**config.mk**
```make
export PLATFORM = sky130hd
export DESIGN_NAME = spi_subsys_top
export DESIGN_NICKNAME = d
export VERILOG_FILES = /design/src/spi_pkg.sv /design/src/spi_subsys_top.sv /design/src/spi_shift_reg.sv /design/src/spi_bit_timer.sv /design/src/spi_xfer_fsm.sv /design/src/spi_regs.sv /design/src/axi_spi_bridge.sv
export VERILOG_INCLUDE_DIRS = /design/src /design/src/src
export SDC_FILE = /design/constraint.sdc
export NUM_CORES = 1
export LEC_CHECK = 0
export BUFFER_PORTS_ARGS = -buffer_cell sky130_fd_sc_hd__buf_2
export CAP_MARGIN = 20
export CORE_UTILIZATION = 50
export DETAILED_ROUTE_END_ITERATION = 8
export PLACE_DENSITY = 0.73
export SLEW_MARGIN = 20
export SYNTH_ARGS = -nofsm -noshare
export SYNTH_HDL_FRONTEND = slang
export SYNTH_SLANG_ARGS = --single-unit
```
**constraint.sdc**
```tcl
create_clock -name s_axi_aclk_i -period 5 [get_ports s_axi_aclk_i]
set_input_delay 0.75 -clock s_axi_aclk_i [delete_from_list [all_inputs] [get_ports s_axi_aclk_i]]
set_output_delay 0.75 -clock s_axi_aclk_i [all_outputs]
set_load 0.01 [all_outputs]
```
**src/spi_defs.svh**
```systemverilog
`ifndef SPI_DEFS_SVH
`define SPI_DEFS_SVH

// window of the SPI block on the AXI bus
`define SPI_BASE_ADDR 32'h2001_0000

// bits cleared before the base compare
`define SPI_MASK_ADDR 32'h0000_00FF

// register data width
`define SPI_DW 32

// half-period divider out of reset
`define SPI_DIV_RST 8'd3

`endif
```
**src/spi_pkg.sv**
```systemverilog
package spi_pkg;

   // register offsets, decoded from address bits [4:2]
   typedef enum logic [2:0] {
      REG_CTRL   = 3'd0,
      REG_STATUS = 3'd1,
      REG_TXDATA = 3'd2,
      REG_RXDATA = 3'd3
   } spi_reg_e;

   // transfer size taken from the TXDATA write strobes
   typedef enum logic [1:0] {
      SZ_BYTE = 2'd0,
      SZ_HALF = 2'd1,
      SZ_WORD = 2'd2
   } spi_size_e;

   typedef enum logic [1:0] {
      RESP_OKAY   = 2'b00,
      RESP_SLVERR = 2'b10
   } axi_resp_e;

endpackage

```
**src/spi_subsys_top.sv**
```systemverilog
`timescale 1ns/1ps
`include "spi_defs.svh"

module spi_subsys_top
   import spi_pkg::*;
(
   input  logic                s_axi_aclk_i,
   input  logic                s_axi_aresetn_i,
   input  logic [31:0]         s_axi_awaddr_i,
   input  logic                s_axi_awvalid_i,
   output logic                s_axi_awready_o,
   input  logic [`SPI_DW-1:0]  s_axi_wdata_i,
   input  logic [3:0]          s_axi_wstrb_i,
   input  logic                s_axi_wvalid_i,
   output logic                s_axi_wready_o,
   output logic [1:0]          s_axi_bresp_o,
   output logic                s_axi_bvalid_o,
   input  logic                s_axi_bready_i,
   input  logic [31:0]         s_axi_araddr_i,
   input  logic                s_axi_arvalid_i,
   output logic                s_axi_arready_o,
   output logic [`SPI_DW-1:0]  s_axi_rdata_o,
   output logic [1:0]          s_axi_rresp_o,
   output logic                s_axi_rvalid_o,
   input  logic                s_axi_rready_i,
   output logic                sclk_o,
   output logic                mosi_o,
   input  logic                miso_i,
   output logic                cs_n_o,
   output logic                irq_o
);

   logic               reg_wr;
   logic               reg_rd;
   spi_reg_e           reg_addr;
   logic [`SPI_DW-1:0] reg_wdata;
   logic [3:0]         reg_wstrb;
   logic [`SPI_DW-1:0] reg_rdata;
   logic               reg_err;
   logic               start;
   spi_size_e          size;
   logic [`SPI_DW-1:0] tx_data;
   logic [`SPI_DW-1:0] rx_data;
   logic [7:0]         div;
   logic               busy;
   logic               done;
   logic               run;
   logic               load;
   logic               rise;
   logic               fall;
   logic               last_bit;

   axi_spi_bridge bridge_i (
      .s_axi_aclk_i    (s_axi_aclk_i),
      .s_axi_aresetn_i (s_axi_aresetn_i),
      .s_axi_awaddr_i  (s_axi_awaddr_i),
      .s_axi_awvalid_i (s_axi_awvalid_i),
      .s_axi_awready_o (s_axi_awready_o),
      .s_axi_wdata_i   (s_axi_wdata_i),
      .s_axi_wstrb_i   (s_axi_wstrb_i),
      .s_axi_wvalid_i  (s_axi_wvalid_i),
      .s_axi_wready_o  (s_axi_wready_o),
      .s_axi_bresp_o   (s_axi_bresp_o),
      .s_axi_bvalid_o  (s_axi_bvalid_o),
      .s_axi_bready_i  (s_axi_bready_i),
      .s_axi_araddr_i  (s_axi_araddr_i),
      .s_axi_arvalid_i (s_axi_arvalid_i),
      .s_axi_arready_o (s_axi_arready_o),
      .s_axi_rdata_o   (s_axi_rdata_o),
      .s_axi_rresp_o   (s_axi_rresp_o),
      .s_axi_rvalid_o  (s_axi_rvalid_o),
      .s_axi_rready_i  (s_axi_rready_i),
      .reg_wr_o        (reg_wr),
      .reg_rd_o        (reg_rd),
      .reg_addr_o      (reg_addr),
      .reg_wdata_o     (reg_wdata),
      .reg_wstrb_o     (reg_wstrb),
      .reg_rdata_i     (reg_rdata),
      .reg_err_i       (reg_err)
   );

   spi_regs regs_i (
      .s_axi_aclk_i    (s_axi_aclk_i),
      .s_axi_aresetn_i (s_axi_aresetn_i),
      .reg_wr_i        (reg_wr),
      .reg_rd_i        (reg_rd),
      .reg_addr_i      (reg_addr),
      .reg_wdata_i     (reg_wdata),
      .reg_wstrb_i     (reg_wstrb),
      .reg_rdata_o     (reg_rdata),
      .reg_err_o       (reg_err),
      .start_o         (start),
      .size_o          (size),
      .tx_data_o       (tx_data),
      .div_o           (div),
      .busy_i          (busy),
      .done_i          (done),
      .rx_data_i       (rx_data),
      .irq_o           (irq_o)
   );

   spi_xfer_fsm fsm_i (
      .s_axi_aclk_i    (s_axi_aclk_i),
      .s_axi_aresetn_i (s_axi_aresetn_i),
      .start_i         (start),
      .rise_i          (rise),
      .fall_i          (fall),
      .last_bit_i      (last_bit),
      .run_o           (run),
      .load_o          (load),
      .cs_n_o          (cs_n_o),
      .busy_o          (busy),
      .done_o          (done)
   );

   spi_bit_timer timer_i (
      .s_axi_aclk_i    (s_axi_aclk_i),
      .s_axi_aresetn_i (s_axi_aresetn_i),
      .run_i           (run),
      .div_i           (div),
      .size_i          (size),
      .sclk_o          (sclk_o),
      .rise_o          (rise),
      .fall_o          (fall),
      .last_bit_o      (last_bit)
   );

   spi_shift_reg shift_i (
      .s_axi_aclk_i    (s_axi_aclk_i),
      .s_axi_aresetn_i (s_axi_aresetn_i),
      .load_i          (load),
      .tx_data_i       (tx_data),
      .size_i          (size),
      .rise_i          (rise),
      .fall_i          (fall),
      .mosi_o          (mosi_o),
      .miso_i          (miso_i),
      .rx_data_o       (rx_data)
   );

endmodule

```
**src/spi_shift_reg.sv**
```systemverilog
`timescale 1ns/1ps
`include "spi_defs.svh"

module spi_shift_reg
   import spi_pkg::*;
(
   input  logic                s_axi_aclk_i,
   input  logic                s_axi_aresetn_i,
   input  logic                load_i,
   input  logic [`SPI_DW-1:0]  tx_data_i,
   input  spi_size_e           size_i,
   input  logic                rise_i,
   input  logic                fall_i,
   output logic                mosi_o,
   input  logic                miso_i,
   output logic [`SPI_DW-1:0]  rx_data_o
);

   logic [`SPI_DW-1:0] tx_q;
   logic [`SPI_DW-1:0] rx_q;
   logic [`SPI_DW-1:0] tx_aligned;

   // push the active bits up to the MSB so the top bit always drives mosi
   always_comb begin
      case (size_i)
         SZ_HALF: tx_aligned = {tx_data_i[15:0], 16'd0};
         SZ_WORD: tx_aligned = tx_data_i;
         default: tx_aligned = {tx_data_i[7:0], 24'd0};
      endcase
   end

   always_ff @(posedge s_axi_aclk_i) begin
      if (!s_axi_aresetn_i) begin
         tx_q <= '0;
      end else if (load_i) begin
         tx_q <= tx_aligned;
      end else if (fall_i) begin
         tx_q <= {tx_q[`SPI_DW-2:0], 1'b0};
      end
   end

   // mode 0 samples on the rising edge
   always_ff @(posedge s_axi_aclk_i) begin
      if (load_i) begin
         rx_q <= '0;
      end else if (rise_i) begin
         rx_q <= {rx_q[`SPI_DW-2:0], miso_i};
      end
   end

   assign mosi_o = tx_q[`SPI_DW-1];

   always_comb begin
      case (size_i)
         SZ_HALF: rx_data_o = {16'd0, rx_q[15:0]};
         SZ_WORD: rx_data_o = rx_q;
         default: rx_data_o = {24'd0, rx_q[7:0]};
      endcase
   end

endmodule

```
**src/spi_bit_timer.sv**
```systemverilog
`timescale 1ns/1ps

module spi_bit_timer
   import spi_pkg::*;
(
   input  logic       s_axi_aclk_i,
   input  logic       s_axi_aresetn_i,
   input  logic       run_i,
   input  logic [7:0] div_i,
   input  spi_size_e  size_i,
   output logic       sclk_o,
   output logic       rise_o,
   output logic       fall_o,
   output logic       last_bit_o
);

   logic [7:0] cnt_q;
   logic       sclk_q;
   logic [4:0] bit_q;
   logic [4:0] bit_preset;
   logic       half_end;

   always_comb begin
      case (size_i)
         SZ_HALF: bit_preset = 5'd15;
         SZ_WORD: bit_preset = 5'd31;
         default: bit_preset = 5'd7;
      endcase
   end

   // half period is div+1 clocks
   assign half_end = run_i && (cnt_q >= div_i);
   assign rise_o   = half_end && !sclk_q;
   assign fall_o   = half_end && sclk_q;

   // idle state doubles as reset, so sclk parks low between transfers
   always_ff @(posedge s_axi_aclk_i) begin
      if (!s_axi_aresetn_i || !run_i) begin
         cnt_q  <= 8'd0;
         sclk_q <= 1'b0;
         bit_q  <= bit_preset;
      end else if (half_end) begin
         cnt_q  <= 8'd0;
         sclk_q <= !sclk_q;
         if (fall_o && bit_q != 5'd0) begin
            bit_q <= bit_q - 5'd1;
         end
      end else begin
         cnt_q <= cnt_q + 8'd1;
      end
   end

   assign sclk_o     = sclk_q;
   assign last_bit_o = (bit_q == 5'd0);

endmodule

```
**src/spi_xfer_fsm.sv**
```systemverilog
`timescale 1ns/1ps

module spi_xfer_fsm (
   input  logic s_axi_aclk_i,
   input  logic s_axi_aresetn_i,
   input  logic start_i,
   input  logic rise_i,
   input  logic fall_i,
   input  logic last_bit_i,
   output logic run_o,
   output logic load_o,
   output logic cs_n_o,
   output logic busy_o,
   output logic done_o
);

   typedef enum logic [1:0] {
      IDLE  = 2'd0,
      SETUP = 2'd1,
      SHIFT = 2'd2,
      HOLD  = 2'd3
   } state_e;

   state_e state_q;
   state_e state_d;

   always_comb begin
      state_d = state_q;
      case (state_q)
         IDLE:    if (start_i) state_d = SETUP;
         // one cycle to load the shift register with cs_n already low
         SETUP:   state_d = SHIFT;
         SHIFT:   if (rise_i && last_bit_i) state_d = HOLD;
         // trailing half period, sclk returns low as cs_n releases
         HOLD:    if (fall_i) state_d = IDLE;
         default: state_d = IDLE;
      endcase
   end

   always_ff @(posedge s_axi_aclk_i) begin
      if (!s_axi_aresetn_i) begin
         state_q <= IDLE;
      end else begin
         state_q <= state_d;
      end
   end

   assign run_o  = (state_q == SHIFT) || (state_q == HOLD);
   assign load_o = (state_q == SETUP);
   assign cs_n_o = (state_q == IDLE);
   assign busy_o = (state_q != IDLE);
   assign done_o = (state_q == HOLD) && fall_i;

endmodule

```
**src/spi_regs.sv**
```systemverilog
`timescale 1ns/1ps
`include "spi_defs.svh"

module spi_regs
   import spi_pkg::*;
(
   input  logic                s_axi_aclk_i,
   input  logic                s_axi_aresetn_i,
   input  logic                reg_wr_i,
   input  logic                reg_rd_i,
   input  spi_reg_e            reg_addr_i,
   input  logic [`SPI_DW-1:0]  reg_wdata_i,
   input  logic [3:0]          reg_wstrb_i,
   output logic [`SPI_DW-1:0]  reg_rdata_o,
   output logic                reg_err_o,
   output logic                start_o,
   output spi_size_e           size_o,
   output logic [`SPI_DW-1:0]  tx_data_o,
   output logic [7:0]          div_o,
   input  logic                busy_i,
   input  logic                done_i,
   input  logic [`SPI_DW-1:0]  rx_data_i,
   output logic                irq_o
);

   logic [7:0]         div_q;
   logic               done_q;
   spi_size_e          size_q;
   logic [`SPI_DW-1:0] tx_q;
   logic [`SPI_DW-1:0] rx_q;
   spi_size_e          wr_size;
   logic               size_ok;
   logic               wr_err;
   logic               rd_err;

   // strobe pattern gives the transfer size, anything else is refused
   always_comb begin
      wr_size = SZ_BYTE;
      size_ok = 1'b1;
      case (reg_wstrb_i)
         4'b0001: wr_size = SZ_BYTE;
         4'b0011: wr_size = SZ_HALF;
         4'b1111: wr_size = SZ_WORD;
         default: size_ok = 1'b0;
      endcase
   end

   always_comb begin
      wr_err      = 1'b1;
      rd_err      = 1'b0;
      reg_rdata_o = '0;
      case (reg_addr_i)
         REG_CTRL: begin
            wr_err      = 1'b0;
            reg_rdata_o = {{(`SPI_DW-8){1'b0}}, div_q};
         end
         REG_STATUS: reg_rdata_o = {{(`SPI_DW-2){1'b0}}, done_q, busy_i};
         REG_TXDATA: begin
            wr_err      = !size_ok || busy_i;
            reg_rdata_o = tx_q;
         end
         REG_RXDATA: reg_rdata_o = rx_q;
         default:    rd_err = 1'b1;
      endcase
   end

   assign reg_err_o = (reg_wr_i && wr_err) || (reg_rd_i && rd_err);
   assign start_o   = reg_wr_i && !wr_err && (reg_addr_i == REG_TXDATA);

   always_ff @(posedge s_axi_aclk_i) begin
      if (!s_axi_aresetn_i) begin
         div_q  <= `SPI_DIV_RST;
         done_q <= 1'b0;
         size_q <= SZ_BYTE;
      end else begin
         if (reg_wr_i && !wr_err && reg_addr_i == REG_CTRL && reg_wstrb_i[0]) begin
            div_q <= reg_wdata_i[7:0];
         end
         if (start_o) begin
            size_q <= wr_size;
         end
         // a new done wins over a STATUS read in the same cycle
         if (done_i) begin
            done_q <= 1'b1;
         end else if (reg_rd_i && reg_addr_i == REG_STATUS) begin
            done_q <= 1'b0;
         end
      end
   end

   always_ff @(posedge s_axi_aclk_i) begin
      if (start_o) begin
         tx_q <= reg_wdata_i;
      end
      if (done_i) begin
         rx_q <= rx_data_i;
      end
   end

   assign size_o    = size_q;
   assign tx_data_o = tx_q;
   assign div_o     = div_q;
   assign irq_o     = done_q;

endmodule

```
**src/axi_spi_bridge.sv**
```systemverilog
`timescale 1ns/1ps
`include "spi_defs.svh"

module axi_spi_bridge
   import spi_pkg::*;
(
   input  logic                s_axi_aclk_i,
   input  logic                s_axi_aresetn_i,
   input  logic [31:0]         s_axi_awaddr_i,
   input  logic                s_axi_awvalid_i,
   output logic                s_axi_awready_o,
   input  logic [`SPI_DW-1:0]  s_axi_wdata_i,
   input  logic [3:0]          s_axi_wstrb_i,
   input  logic                s_axi_wvalid_i,
   output logic                s_axi_wready_o,
   output logic [1:0]          s_axi_bresp_o,
   output logic                s_axi_bvalid_o,
   input  logic                s_axi_bready_i,
   input  logic [31:0]         s_axi_araddr_i,
   input  logic                s_axi_arvalid_i,
   output logic                s_axi_arready_o,
   output logic [`SPI_DW-1:0]  s_axi_rdata_o,
   output logic [1:0]          s_axi_rresp_o,
   output logic                s_axi_rvalid_o,
   input  logic                s_axi_rready_i,
   output logic                reg_wr_o,
   output logic                reg_rd_o,
   output spi_reg_e            reg_addr_o,
   output logic [`SPI_DW-1:0]  reg_wdata_o,
   output logic [3:0]          reg_wstrb_o,
   input  logic [`SPI_DW-1:0]  reg_rdata_i,
   input  logic                reg_err_i
);

   logic               wr_acc;
   logic               rd_acc;
   logic               aw_hit;
   logic               ar_hit;
   logic               bvalid_q;
   logic               rvalid_q;
   axi_resp_e          bresp_q;
   axi_resp_e          rresp_q;
   logic [`SPI_DW-1:0] rdata_q;

   // base compare after masking, offsets above 0x1F are never mapped
   function automatic logic addr_hit(input logic [31:0] addr);
      addr_hit = ((addr & ~`SPI_MASK_ADDR) == `SPI_BASE_ADDR) && (addr[7:5] == 3'd0);
   endfunction

   assign aw_hit = addr_hit(s_axi_awaddr_i);
   assign ar_hit = addr_hit(s_axi_araddr_i);

   // one transaction at a time, a complete write request beats a read
   assign wr_acc = s_axi_awvalid_i && s_axi_wvalid_i && !bvalid_q && !rvalid_q;
   assign rd_acc = s_axi_arvalid_i && !rvalid_q && !bvalid_q
                   && !(s_axi_awvalid_i && s_axi_wvalid_i);

   assign s_axi_awready_o = wr_acc;
   assign s_axi_wready_o  = wr_acc;
   assign s_axi_arready_o = rd_acc;

   // out of window accesses never reach the register file
   assign reg_wr_o    = wr_acc && aw_hit;
   assign reg_rd_o    = rd_acc && ar_hit;
   assign reg_addr_o  = wr_acc ? spi_reg_e'(s_axi_awaddr_i[4:2]) : spi_reg_e'(s_axi_araddr_i[4:2]);
   assign reg_wdata_o = s_axi_wdata_i;
   assign reg_wstrb_o = s_axi_wstrb_i;

   always_ff @(posedge s_axi_aclk_i) begin
      if (!s_axi_aresetn_i) begin
         bvalid_q <= 1'b0;
         rvalid_q <= 1'b0;
      end else begin
         if (wr_acc) begin
            bvalid_q <= 1'b1;
         end else if (s_axi_bready_i) begin
            bvalid_q <= 1'b0;
         end
         if (rd_acc) begin
            rvalid_q <= 1'b1;
         end else if (s_axi_rready_i) begin
            rvalid_q <= 1'b0;
         end
      end
   end

   // response payload is captured once and held until accepted
   always_ff @(posedge s_axi_aclk_i) begin
      if (wr_acc) begin
         bresp_q <= (aw_hit && !reg_err_i) ? RESP_OKAY : RESP_SLVERR;
      end
      if (rd_acc) begin
         rresp_q <= (ar_hit && !reg_err_i) ? RESP_OKAY : RESP_SLVERR;
         rdata_q <= (ar_hit && !reg_err_i) ? reg_rdata_i : '0;
      end
   end

   assign s_axi_bvalid_o = bvalid_q;
   assign s_axi_bresp_o  = bresp_q;
   assign s_axi_rvalid_o = rvalid_q;
   assign s_axi_rresp_o  = rresp_q;
   assign s_axi_rdata_o  = rdata_q;

endmodule

```
After elaboration in Yosys (flattened, before gate mapping)
Index checks and enable logic that the tools add are counted.
{ "word_totals": {"ff_bits": 193, "input_bits": 108, "out_inout_bits": 45, "elab_cells": 117} }
{ "classes": {"add_sub_neg": 2, "n_lt_le_gt_ge": 1, "eq_ne": 16, "n_mux": 26, "n_reduce_logical": 56} }
{ "op_table": {"columns": ["cell", "count"], "rows": [
  ["$pmux W32 S2", 2],
  ["$pmux W32 S4", 1],
  ["$mux W32", 2],
  ["$eq A24 B22 Y1 const B", 2],
  ["$logic_and A1 B1 Y1", 25],
  ["$mux W5", 3],
  ["$reduce_bool A2 Y1", 7],
  ["$mux W2", 5],
  ["$pmux W5 S2", 1],
  ["$logic_not A1 Y1", 9],
  ["$logic_not A3 Y1", 3],
  ["$add A8 B1 Y8 const B", 1],
  ["$ge A8 B8 Y1", 1],
  ["$mux W1", 8],
  ["$pmux W2 S4", 1],
  ["$eq A2 B2 Y1 const B", 3],
  ["$eq A3 B2 Y1 const B", 2],
  ["$ne A2 B1 Y1 const B", 3],
  ["$logic_not A5 Y1", 1],
  ["$reduce_bool A5 Y1", 1],
  ["$sub A5 B1 Y5 const B", 1],
  ["$eq A2 B1 Y1 const B", 2],
  ["$eq A4 B1 Y1 const B", 1],
  ["$eq A4 B2 Y1 const B", 1],
  ["other kinds (12)", 15]
]} }

Longest topological paths before layout
Gate-level depths: netlist (run 1).
{ "logic_depth": {"word_depth": 12, "mapped_depth": 10, "depth_no_buf": 8} }

Cells and area by module
Synthesis (run 1) repeated with hierarchy kept, for this count alone.
{ "unflattened": {"cells_unflattened": 811, "hier_area_um2": 9417.8} }
{ "modules_own_cells": {"columns": ["module", "n_inst", "cells_per_inst", "area_each_um2", "seq_area_each_um2"], "rows": [
  ["spi_shift_reg", 1, 319, 3108.0, 1281.2],
  ["spi_regs", 1, 191, 2956.6, 2142.1],
  ["axi_spi_bridge", 1, 185, 2212.1, 1061.0],
  ["spi_bit_timer", 1, 94, 947.2, 330.3],
  ["spi_xfer_fsm", 1, 22, 193.9, 40.0]
]} }

Least setup slack after synthesis (run 1)
OpenSTA, ideal clock, no wires.
{ "synth_path": {"path_type": "in2reg", "start": "input s_axi_awvalid_i", "end": "register regs_i.tx_q[0], in the netlist regs_i.tx_data_o[0] (enable)", "setup_time_ps": 393, "arrival_ps": 2480, "required_time_ps": 4607, "setup_slack_ps": 2127, "cell_stages": 5, "path_buffers": 0, "cell_sequence": "nand3_2 -> inv_4 -> mux2_2 -> a21oi_1 -> and3_1"} }
{ "synth_between": {"elab_chain_cells": 9, "elab_cells_between_ends": 11, "cone_classes": "1 x eq/ne; 2 x mux; 8 x reduce/logical"} }
{ "synth_lines": {"columns": ["element", "line_no", "text"], "rows": [
  ["start, declared", "spi_subsys_top.sv:10", "input logic s_axi_awvalid_i,"],
  ["$logic_and A1 B1 Y1 * (3 in a row)", "axi_spi_bridge.sv:54", "assign wr_acc = s_axi_awvalid_i && s_axi_wvalid_i && !bvalid_q && !rvalid_q;"],
  ["net s_axi_awready_o", "spi_subsys_top.sv:11", "output logic s_axi_awready_o,"],
  ["$mux W3", "axi_spi_bridge.sv:65", "assign reg_addr_o = wr_acc ? spi_reg_e'(s_axi_awaddr_i[4:2]) : spi_reg_e'(s_axi_araddr_i[4:2]);"],
  ["$eq A3 B2 Y1 or $logic_not A3 Y1 (tied branches)", "spi_regs.sv:52, spi_regs.sv:68", null],
  ["$pmux W1 S2", "spi_regs.sv:52", "case (reg_addr_i)"],
  ["$logic_not A1 Y1", "spi_regs.sv:68", "assign start_o = reg_wr_i && !wr_err && (reg_addr_i == REG_TXDATA);"],
  ["$logic_and A1 B1 Y1", "spi_regs.sv:68", null],
  ["$logic_and A1 B1 Y1 *", "spi_regs.sv:68", null],
  ["net fsm_i.start_i", "spi_xfer_fsm.sv:6", "input logic start_i,"],
  ["end signal, assigned", "spi_regs.sv:93", "tx_q <= reg_wdata_i;"],
  ["end, declared", "spi_regs.sv:29", "logic [`SPI_DW-1:0] tx_q;"]
]} }
Mark *: on every way through the listed nets, which the timed path passes. The rest lies on a longest branch.
A chain may end at the register's enable or synchronous reset.

Worst setup path in the final report (run 1)
{ "layout_path": {"start": "register regs_i.div_q[7], in the netlist regs_i.div_o[7]", "end": "register timer_i.bit_q[4] (enable)"} }
{ "layout_between": {"elab_chain_cells": 6, "elab_cells_between_ends": 7, "cone_classes": "1 x order compare; 6 x reduce/logical"} }
{ "layout_lines": {"columns": ["element", "line_no", "text"], "rows": [
  ["start, declared", "spi_regs.sv:26", "logic [7:0] div_q;"],
  ["start signal, assigned", "spi_regs.sv:72", "div_q <= `SPI_DIV_RST;"],
  ["start signal, assigned", "spi_regs.sv:77", "div_q <= reg_wdata_i[7:0];"],
  ["$ge A8 B8 Y1 *", "spi_bit_timer.sv:32", "assign half_end = run_i && (cnt_q >= div_i);"],
  ["$logic_and A1 B1 Y1 *", "spi_bit_timer.sv:32", null],
  ["$logic_and A1 B1 Y1", "spi_bit_timer.sv:34", "assign fall_o = half_end && sclk_q;"],
  ["$logic_and A1 B1 Y1", "spi_bit_timer.sv:45", "if (fall_o && bit_q != 5'd0) begin"],
  ["$reduce_bool A2 Y1 (no source line)", null, null],
  ["$reduce_and A2 Y1 (no source line) *", null, null],
  ["end signal, assigned", "spi_bit_timer.sv:41", "bit_q <= bit_preset;"],
  ["end signal, assigned", "spi_bit_timer.sv:46", "bit_q <= bit_q - 5'd1;"],
  ["end, declared", "spi_bit_timer.sv:19", "logic [4:0] bit_q;"]
]} }
Every way passes the cells marked *; elsewhere a longest branch is shown, timed or not.

==> flow_summary.yaml, run 1 <==
layout:
  area_growth_pct: 17.6
  final-instance-count-excl-fill: 1166
  fin_nets: 1063
  antenna_cells: 0
  drive_gt1_share_pct: 21.2
  finalInstanceArea_sq_mm: 0.00980
route:
  drt-pass1-iter-count: 5
  vias_per_cell: 5.50
  wirelength_microns: 20400
  drt_iter0_drc: 596
  ant_nets: 0
  drc: 0
  wl_per_cell_microns: 17.5
  via_count: 6409
clock_network:
  path_clk_slew_ps: 70
  cts_buffers: 17
  clkLatencyLatePin_ps: 430
  cts_tree: "yes"
  cts.path.max_buffers: 2
  root_buffer: "clkbuf_16"
  cts-htree-levels: 4
  cts-resized-gates: 0
  cts_setup_buffers: 0
  cts_hold_buf: 0
  cts_sinks: 191
power_and_ir_drop:
  power.internal_mw: 2.53
  p_leak_nw: 3.62
  switching_share_pct: 21.6
  switchingPower_uw: 696
  power.clock.fraction_pct: 43.9
  power.share.combinational_pct: 4.7
  power_density_mw_per_mm2: 329
  peakVddDrop_mv: 0.269
  power.total_mw: 3.23
  power_frac_seq_pct: 51.5
floorplan:
  core_sq_mm: 0.0161
  die_h_microns: 131
  die_x_microns: 131
  start_util_pct: 51.9
  design.die.area_sq_mm: 0.0172
  ioPinCount: 153
  num_rows: 46
timing:
  slew_headroom_pct: 40.7
  rsz0062_at_grt: "no"
  fin_crit_sh_pct: 63.9
  maxSlewViolCount: 0
  setup_tns_ps: 0
  whs_ps: 458
  min_period_ps: 3190
  setup_viol: 0
  worst_slew_pin_slew_ps: 889
  clock.fmax_mhz: 313
  fin_skew_ps: 8.20
  hold_violations: 0
logic_synthesis:
  netlist_top_cells_area: "edfxtp_1 37%, dfxtp_1 21%, nand2_1 8.2%, a22oi_1 3.7%, nor2_1 2.9%"
  ys.flop_type: "edfxtp_1"
  yosysMostFrequentCell: "nand2_1"
  synth-edff-count: 103
  yosysWarnings: 0
  syn-cell-area_sq_mm: 0.00833
  synth_area_leader_cell: "edfxtp_1"
  synth_seq_cells: 191
  syn_inst: 813
  yosys.area.top_type_share_pct: 37.1
  ys_seq_area_share_pct: 58.2
  synthDistinctLibCells: 53
  synth_async_sr_flop_share_pct: 0
  syn_area_per_cell_sq_um: 10.3
  synthTopCellsByCount: "183 x nand2_1, 103 x edfxtp_1, 88 x dfxtp_1"
global_route:
  grtUsageMet3_pct: 4.28
  grt_use_met2_pct: 39.3
  grt_pass1_wl_microns: 32100
  grt_pass1_vias: 5998
  grt_max_degree: 52
  grt_antenna_before_repair: 0
  grt_usage_pct: 24.1
  met1_usage_pct: 32.0
  overflow: 0
  busiest_layer: "met2"
setup_path:
  cp.arrival_ps: 3280
  cp_max_fo: 34
  start_kind: "register"
  cp.required_ps: 5080
  crit_type: "register to register"
  cp-end-kind: "register"
job:
  max_cap_violations: 0
placement:
  dp_hpwl_microns: 13400
  postPlaceCellArea_sq_mm: 0.00915
  place_inst: 1133
  portBuffers: 146
  place_congestion: 0.856
worst_hold_path:
  min_path_type: "register to register"
outcome:
  status: "finished, final reports clean"
-- routing by layer --
metal	routed length, microns	share of wire [%]	up-vias
met1	8810	43	3057
met4	317	1.6	0
met5	0	0	-
met2	9970	49	218
met3	1260	6.2	24
li1	-	-	3110
-- worst max-delay path, stage by stage (launching register included) --
cell and delay, ps:
dfxtp_1 370, inv_1 60, ha_1 290, nand2_1 100, or3_4 350, o221ai_2 410
nand3_2 670, o21ai_1 600
-- per-stage QoR --
step / setup slack, ps / util, %
CTS: 1790 / 60.9
floorplan: 2130 / -
global placement: 1820 / 57.0
detailed placement: 1820 / 57.0
finish: 1810 / 61.0
global route: 1620 / 61.0
-- cells by family after synthesis --
family	after synthesis	share of synthesized area (%)
AND/OR/NAND/NOR	337	18.2
flip-flops	191	58.2
AO/OA/AOI/OAI	162	13.0
buffers and inverters	73	4.19
multiplexers	21	2.57
adder cells (fa/ha/maj)	18	2.70
XOR/XNOR	10	1.05
other	1	0.0450
-- power groups by stage --
stage / Clock (mW) / Sequential [mW] / Combinational (mW)
global route: 1.48 / 1.66 / 0.164
CTS: 1.43 / 1.66 / 0.152
floorplan: 0 / 1.70 / 0.0675
finish: 1.42 / 1.66 / 0.151
detailed placement: 0 / 1.70 / 0.150
global placement: 0 / 1.70 / 0.150
-- path summary, 6_finish.rpt --
path                                      start               end  slack [ps]  cells after the start
worst min-delay path            shift_i.rx_q[7]    regs_i.rx_q[7]         460                      0
worst min register to register  shift_i.rx_q[7]    regs_i.rx_q[7]         460                      0
worst max register to register  regs_i.div_o[7]  timer_i.bit_q[4]        1810                      7
worst max-delay path            regs_i.div_o[7]  timer_i.bit_q[4]        1810                      7
-- state kept, by name, summed over array words and instances, names as in the netlist, 2 cells and up --
register	flops
bridge_i.s_axi_rdata_o	32
fsm_i.state_q	2
regs_i.div_o	8
regs_i.rx_q	32
regs_i.size_o	2
regs_i.tx_data_o	32
shift_i.rx_q	32
shift_i.tx_q	32
timer_i.bit_q	5
timer_i.cnt_q	8
-- cell usage in the layout, fill, tap and decap left out, drive strengths merged, types with 10 or more instances in the layout --
cell type and n:
a21oi 44, a22oi 41, a31oi 25, and2 25
buf 158, clkbuf 18, dfxtp 88, edfxtp 103
ha 18, inv 22, mux2i 18, nand2 183
nand3 11, nor2 68, nor2b 11, nor4 11
o21ai 19, o221a 10
-- area by class of cell --
cell class	count	area, sq um
flip-flops and latches	191	4850
fillers	1313	6260
multi-input cells	550	3140
clock inverters	14	183
repair buffers	158	841
well taps	216	270
inverters	19	73.8
clock buffers	18	439
No activity file was read; power rests on OpenSTA's default activity.
==> run 2, diff against run 1 <==
==> constraint.sdc (replaced) <==
create_clock -name s_axi_aclk_i -period 3.25 [get_ports s_axi_aclk_i]
set_input_delay 0.4875 -clock s_axi_aclk_i [delete_from_list [all_inputs] [get_ports s_axi_aclk_i]]
set_output_delay 0.4875 -clock s_axi_aclk_i [all_outputs]
set_load 0.01 [all_outputs]
==> run 2 against run 1 <==
Net effect:
- core utilization fell by 0.25 points
- first-iteration DRC count fell by 10%
- combinational power rose by 51%
- clock-buffer cell count rose by 1
- via count rose by 0.84%
- power rose by 48%
- die area did not move
- wire length fell by 1.6%
- final cell count rose by 0.43%
- final area fell by 0.41%
- critical path type unchanged
==> flow_summary.yaml, run 2 (synthesis gave the netlist of run 1 again) <==
setup_path:
  cp-end-kind: "register"
  cp_max_fo: 33
  crit_type: "register to register"
  start_kind: "register"
  cp.arrival_ps: 3010
  cp_slowest_cell: "dfxtp_1"
  crit_chain: "ha_1 -> a211o_1 -> a31oi_1 -> o221ai_2 -> nand3_2 -> buf_4 -> nand2_1 -> o221a_1"
  critPathMaxStageDelay_ps: 420
  cp.required_ps: 3580
placement:
  portBuffers: 146
  place_congestion: 0.837
  dp_hpwl_microns: 13600
  dpl_worst_slack_ps: 569
clock_network:
  cts_sinks: 191
  clkLatencyLatePin_ps: 440
  cts_buffers: 17
  cts.path.max_buffers: 2
  cts_hold_buf: 0
  cts_tree: "yes"
  cts_setup_buffers: 0
  path_clk_slew_ps: 70
  cts-resized-gates: 0
  cts-htree-levels: 4
  root_buffer: "clkbuf_16"
power_and_ir_drop:
  p_leak_nw: 3.60
  power.total_mw: 4.79
  power_density_mw_per_mm2: 490
  peakVddDrop_mv: 0.371
job:
  max_cap_violations: 0
timing:
  clock.fmax_mhz: 373
  rsz0062_at_grt: "no"
  setup_tns_ps: 0
  fin_crit_sh_pct: 82.4
  hold_violations: 0
  fin_skew_ps: 10.4
  min_period_ps: 2680
  maxSlewViolCount: 0
  setup_viol: 0
  slew_headroom_pct: 50.9
  fin_ws_ps: 571
  worst_slew_pin_slew_ps: 736
floorplan:
  design.die.area_sq_mm: 0.0172
  num_rows: 46
  core_sq_mm: 0.0161
  ioPinCount: 153
  start_util_pct: 51.9
  die_x_microns: 131
  die_h_microns: 131
layout:
  drive_gt1_share_pct: 21.4
  fin_nets: 1068
  antenna_cells: 0
  layout_common_cells: "183 x nand2_1, 146 x buf_2, 103 x edfxtp_1, 88 x dfxtp_1, 65 x nor2_1"
  fillCellCount: 1338
  final_common_cell: "nand2_1"
  area_growth_pct: 17.1
route:
  vias_per_cell: 5.52
  wirelength_microns: 20000
  drt-pass1-iter-count: 6
  wl_per_cell_microns: 17.1
  drt_iter0_drc: 535
  via_count: 6463
  drc: 0
  ant_nets: 0
global_route:
  grt_max_degree: 51
  grt_antenna_before_repair: 0
  grt_usage_pct: 24.1
  grt_pass1_wl_microns: 32200
  grt_pass1_vias: 6203
  overflow: 0
worst_hold_path:
  min_path_type: "input pin to register"
outcome:
  status: "finished, final reports clean"
[run 2: changes by cell type in the layout (fill, tap and decap cells not counted), sizes merged]
| cell | before | now |
|---|---|---|
| buf | 158 | 163 |
| clkinv | 6 | 3 |
| bufinv | 3 | 1 |
| clkinvlp | 2 | 4 |
| inv | 22 | 24 |
| clkbuf | 18 | 19 |
[run 2: power by group]
group	leakage, nW	total, mW	internal [mW]	switching, mW
clock	0.264	2.01	1.07	0.932
combinational	1.69	0.228	0.101	0.127
sequential	1.65	2.55	2.55	0.00573
[run 2: layout make-up]
class | instances | area [sq um] | area share (%)
Clock inverter | 13 | 131 | 1.35
Multi-Input combinational cell | 550 | 3140 | 32.2
Timing Repair Buffer | 163 | 858 | 8.79
Clock buffer | 19 | 433 | 4.43
Tap cell | 216 | 270 | 2.77
Inverter | 19 | 73.8 | 0.756
Sequential cell | 191 | 4850 | 49.7
[run 2: worst max-delay path: cells and delay by family, from the launching register on]
kind	cells	cell delay, ps
AO/OA/AOI/OAI	4	1110
flip-flops	1	420
adder cells (fa/ha/maj)	1	280
AND/OR/NAND/NOR	2	420
buffers and inverters	1	330
[run 2: through the flow]
step                      cells  cell area (sq um)  util (%)  hold slack [ps]
after floorplan             814               8340         -              430
after global placement     1139               9200      57.3              441
after detailed placement   1139               9200      57.3              444
after CTS                  1171               9760      60.8              207
after global routing       1171               9760      60.8              204
final                      1171               9760      60.8              217
[run 2: per-layer routing]
layer  vias up  routed length, microns  track usage, %
met2       193                    9810            40.4
met1      3121                    8700            31.8
met4         0                     312            7.12
met5         -                       0               0
met3        24                    1220            4.63
li1       3125                       -               -
[run 2: path summary, 6_finish.rpt]
check / start / to / slack [ps] / depth (start not counted)
min reg2reg: shift_i.rx_q[31] / shift_i.rx_q[31] / 460 / 2
min: s_axi_wdata_i[10] / regs_i.tx_data_o[10] / 220 / 1
max: timer_i.cnt_q[2] / shift_i.tx_q[22] / 570 / 8
max reg2reg: timer_i.cnt_q[2] / shift_i.tx_q[22] / 570 / 8
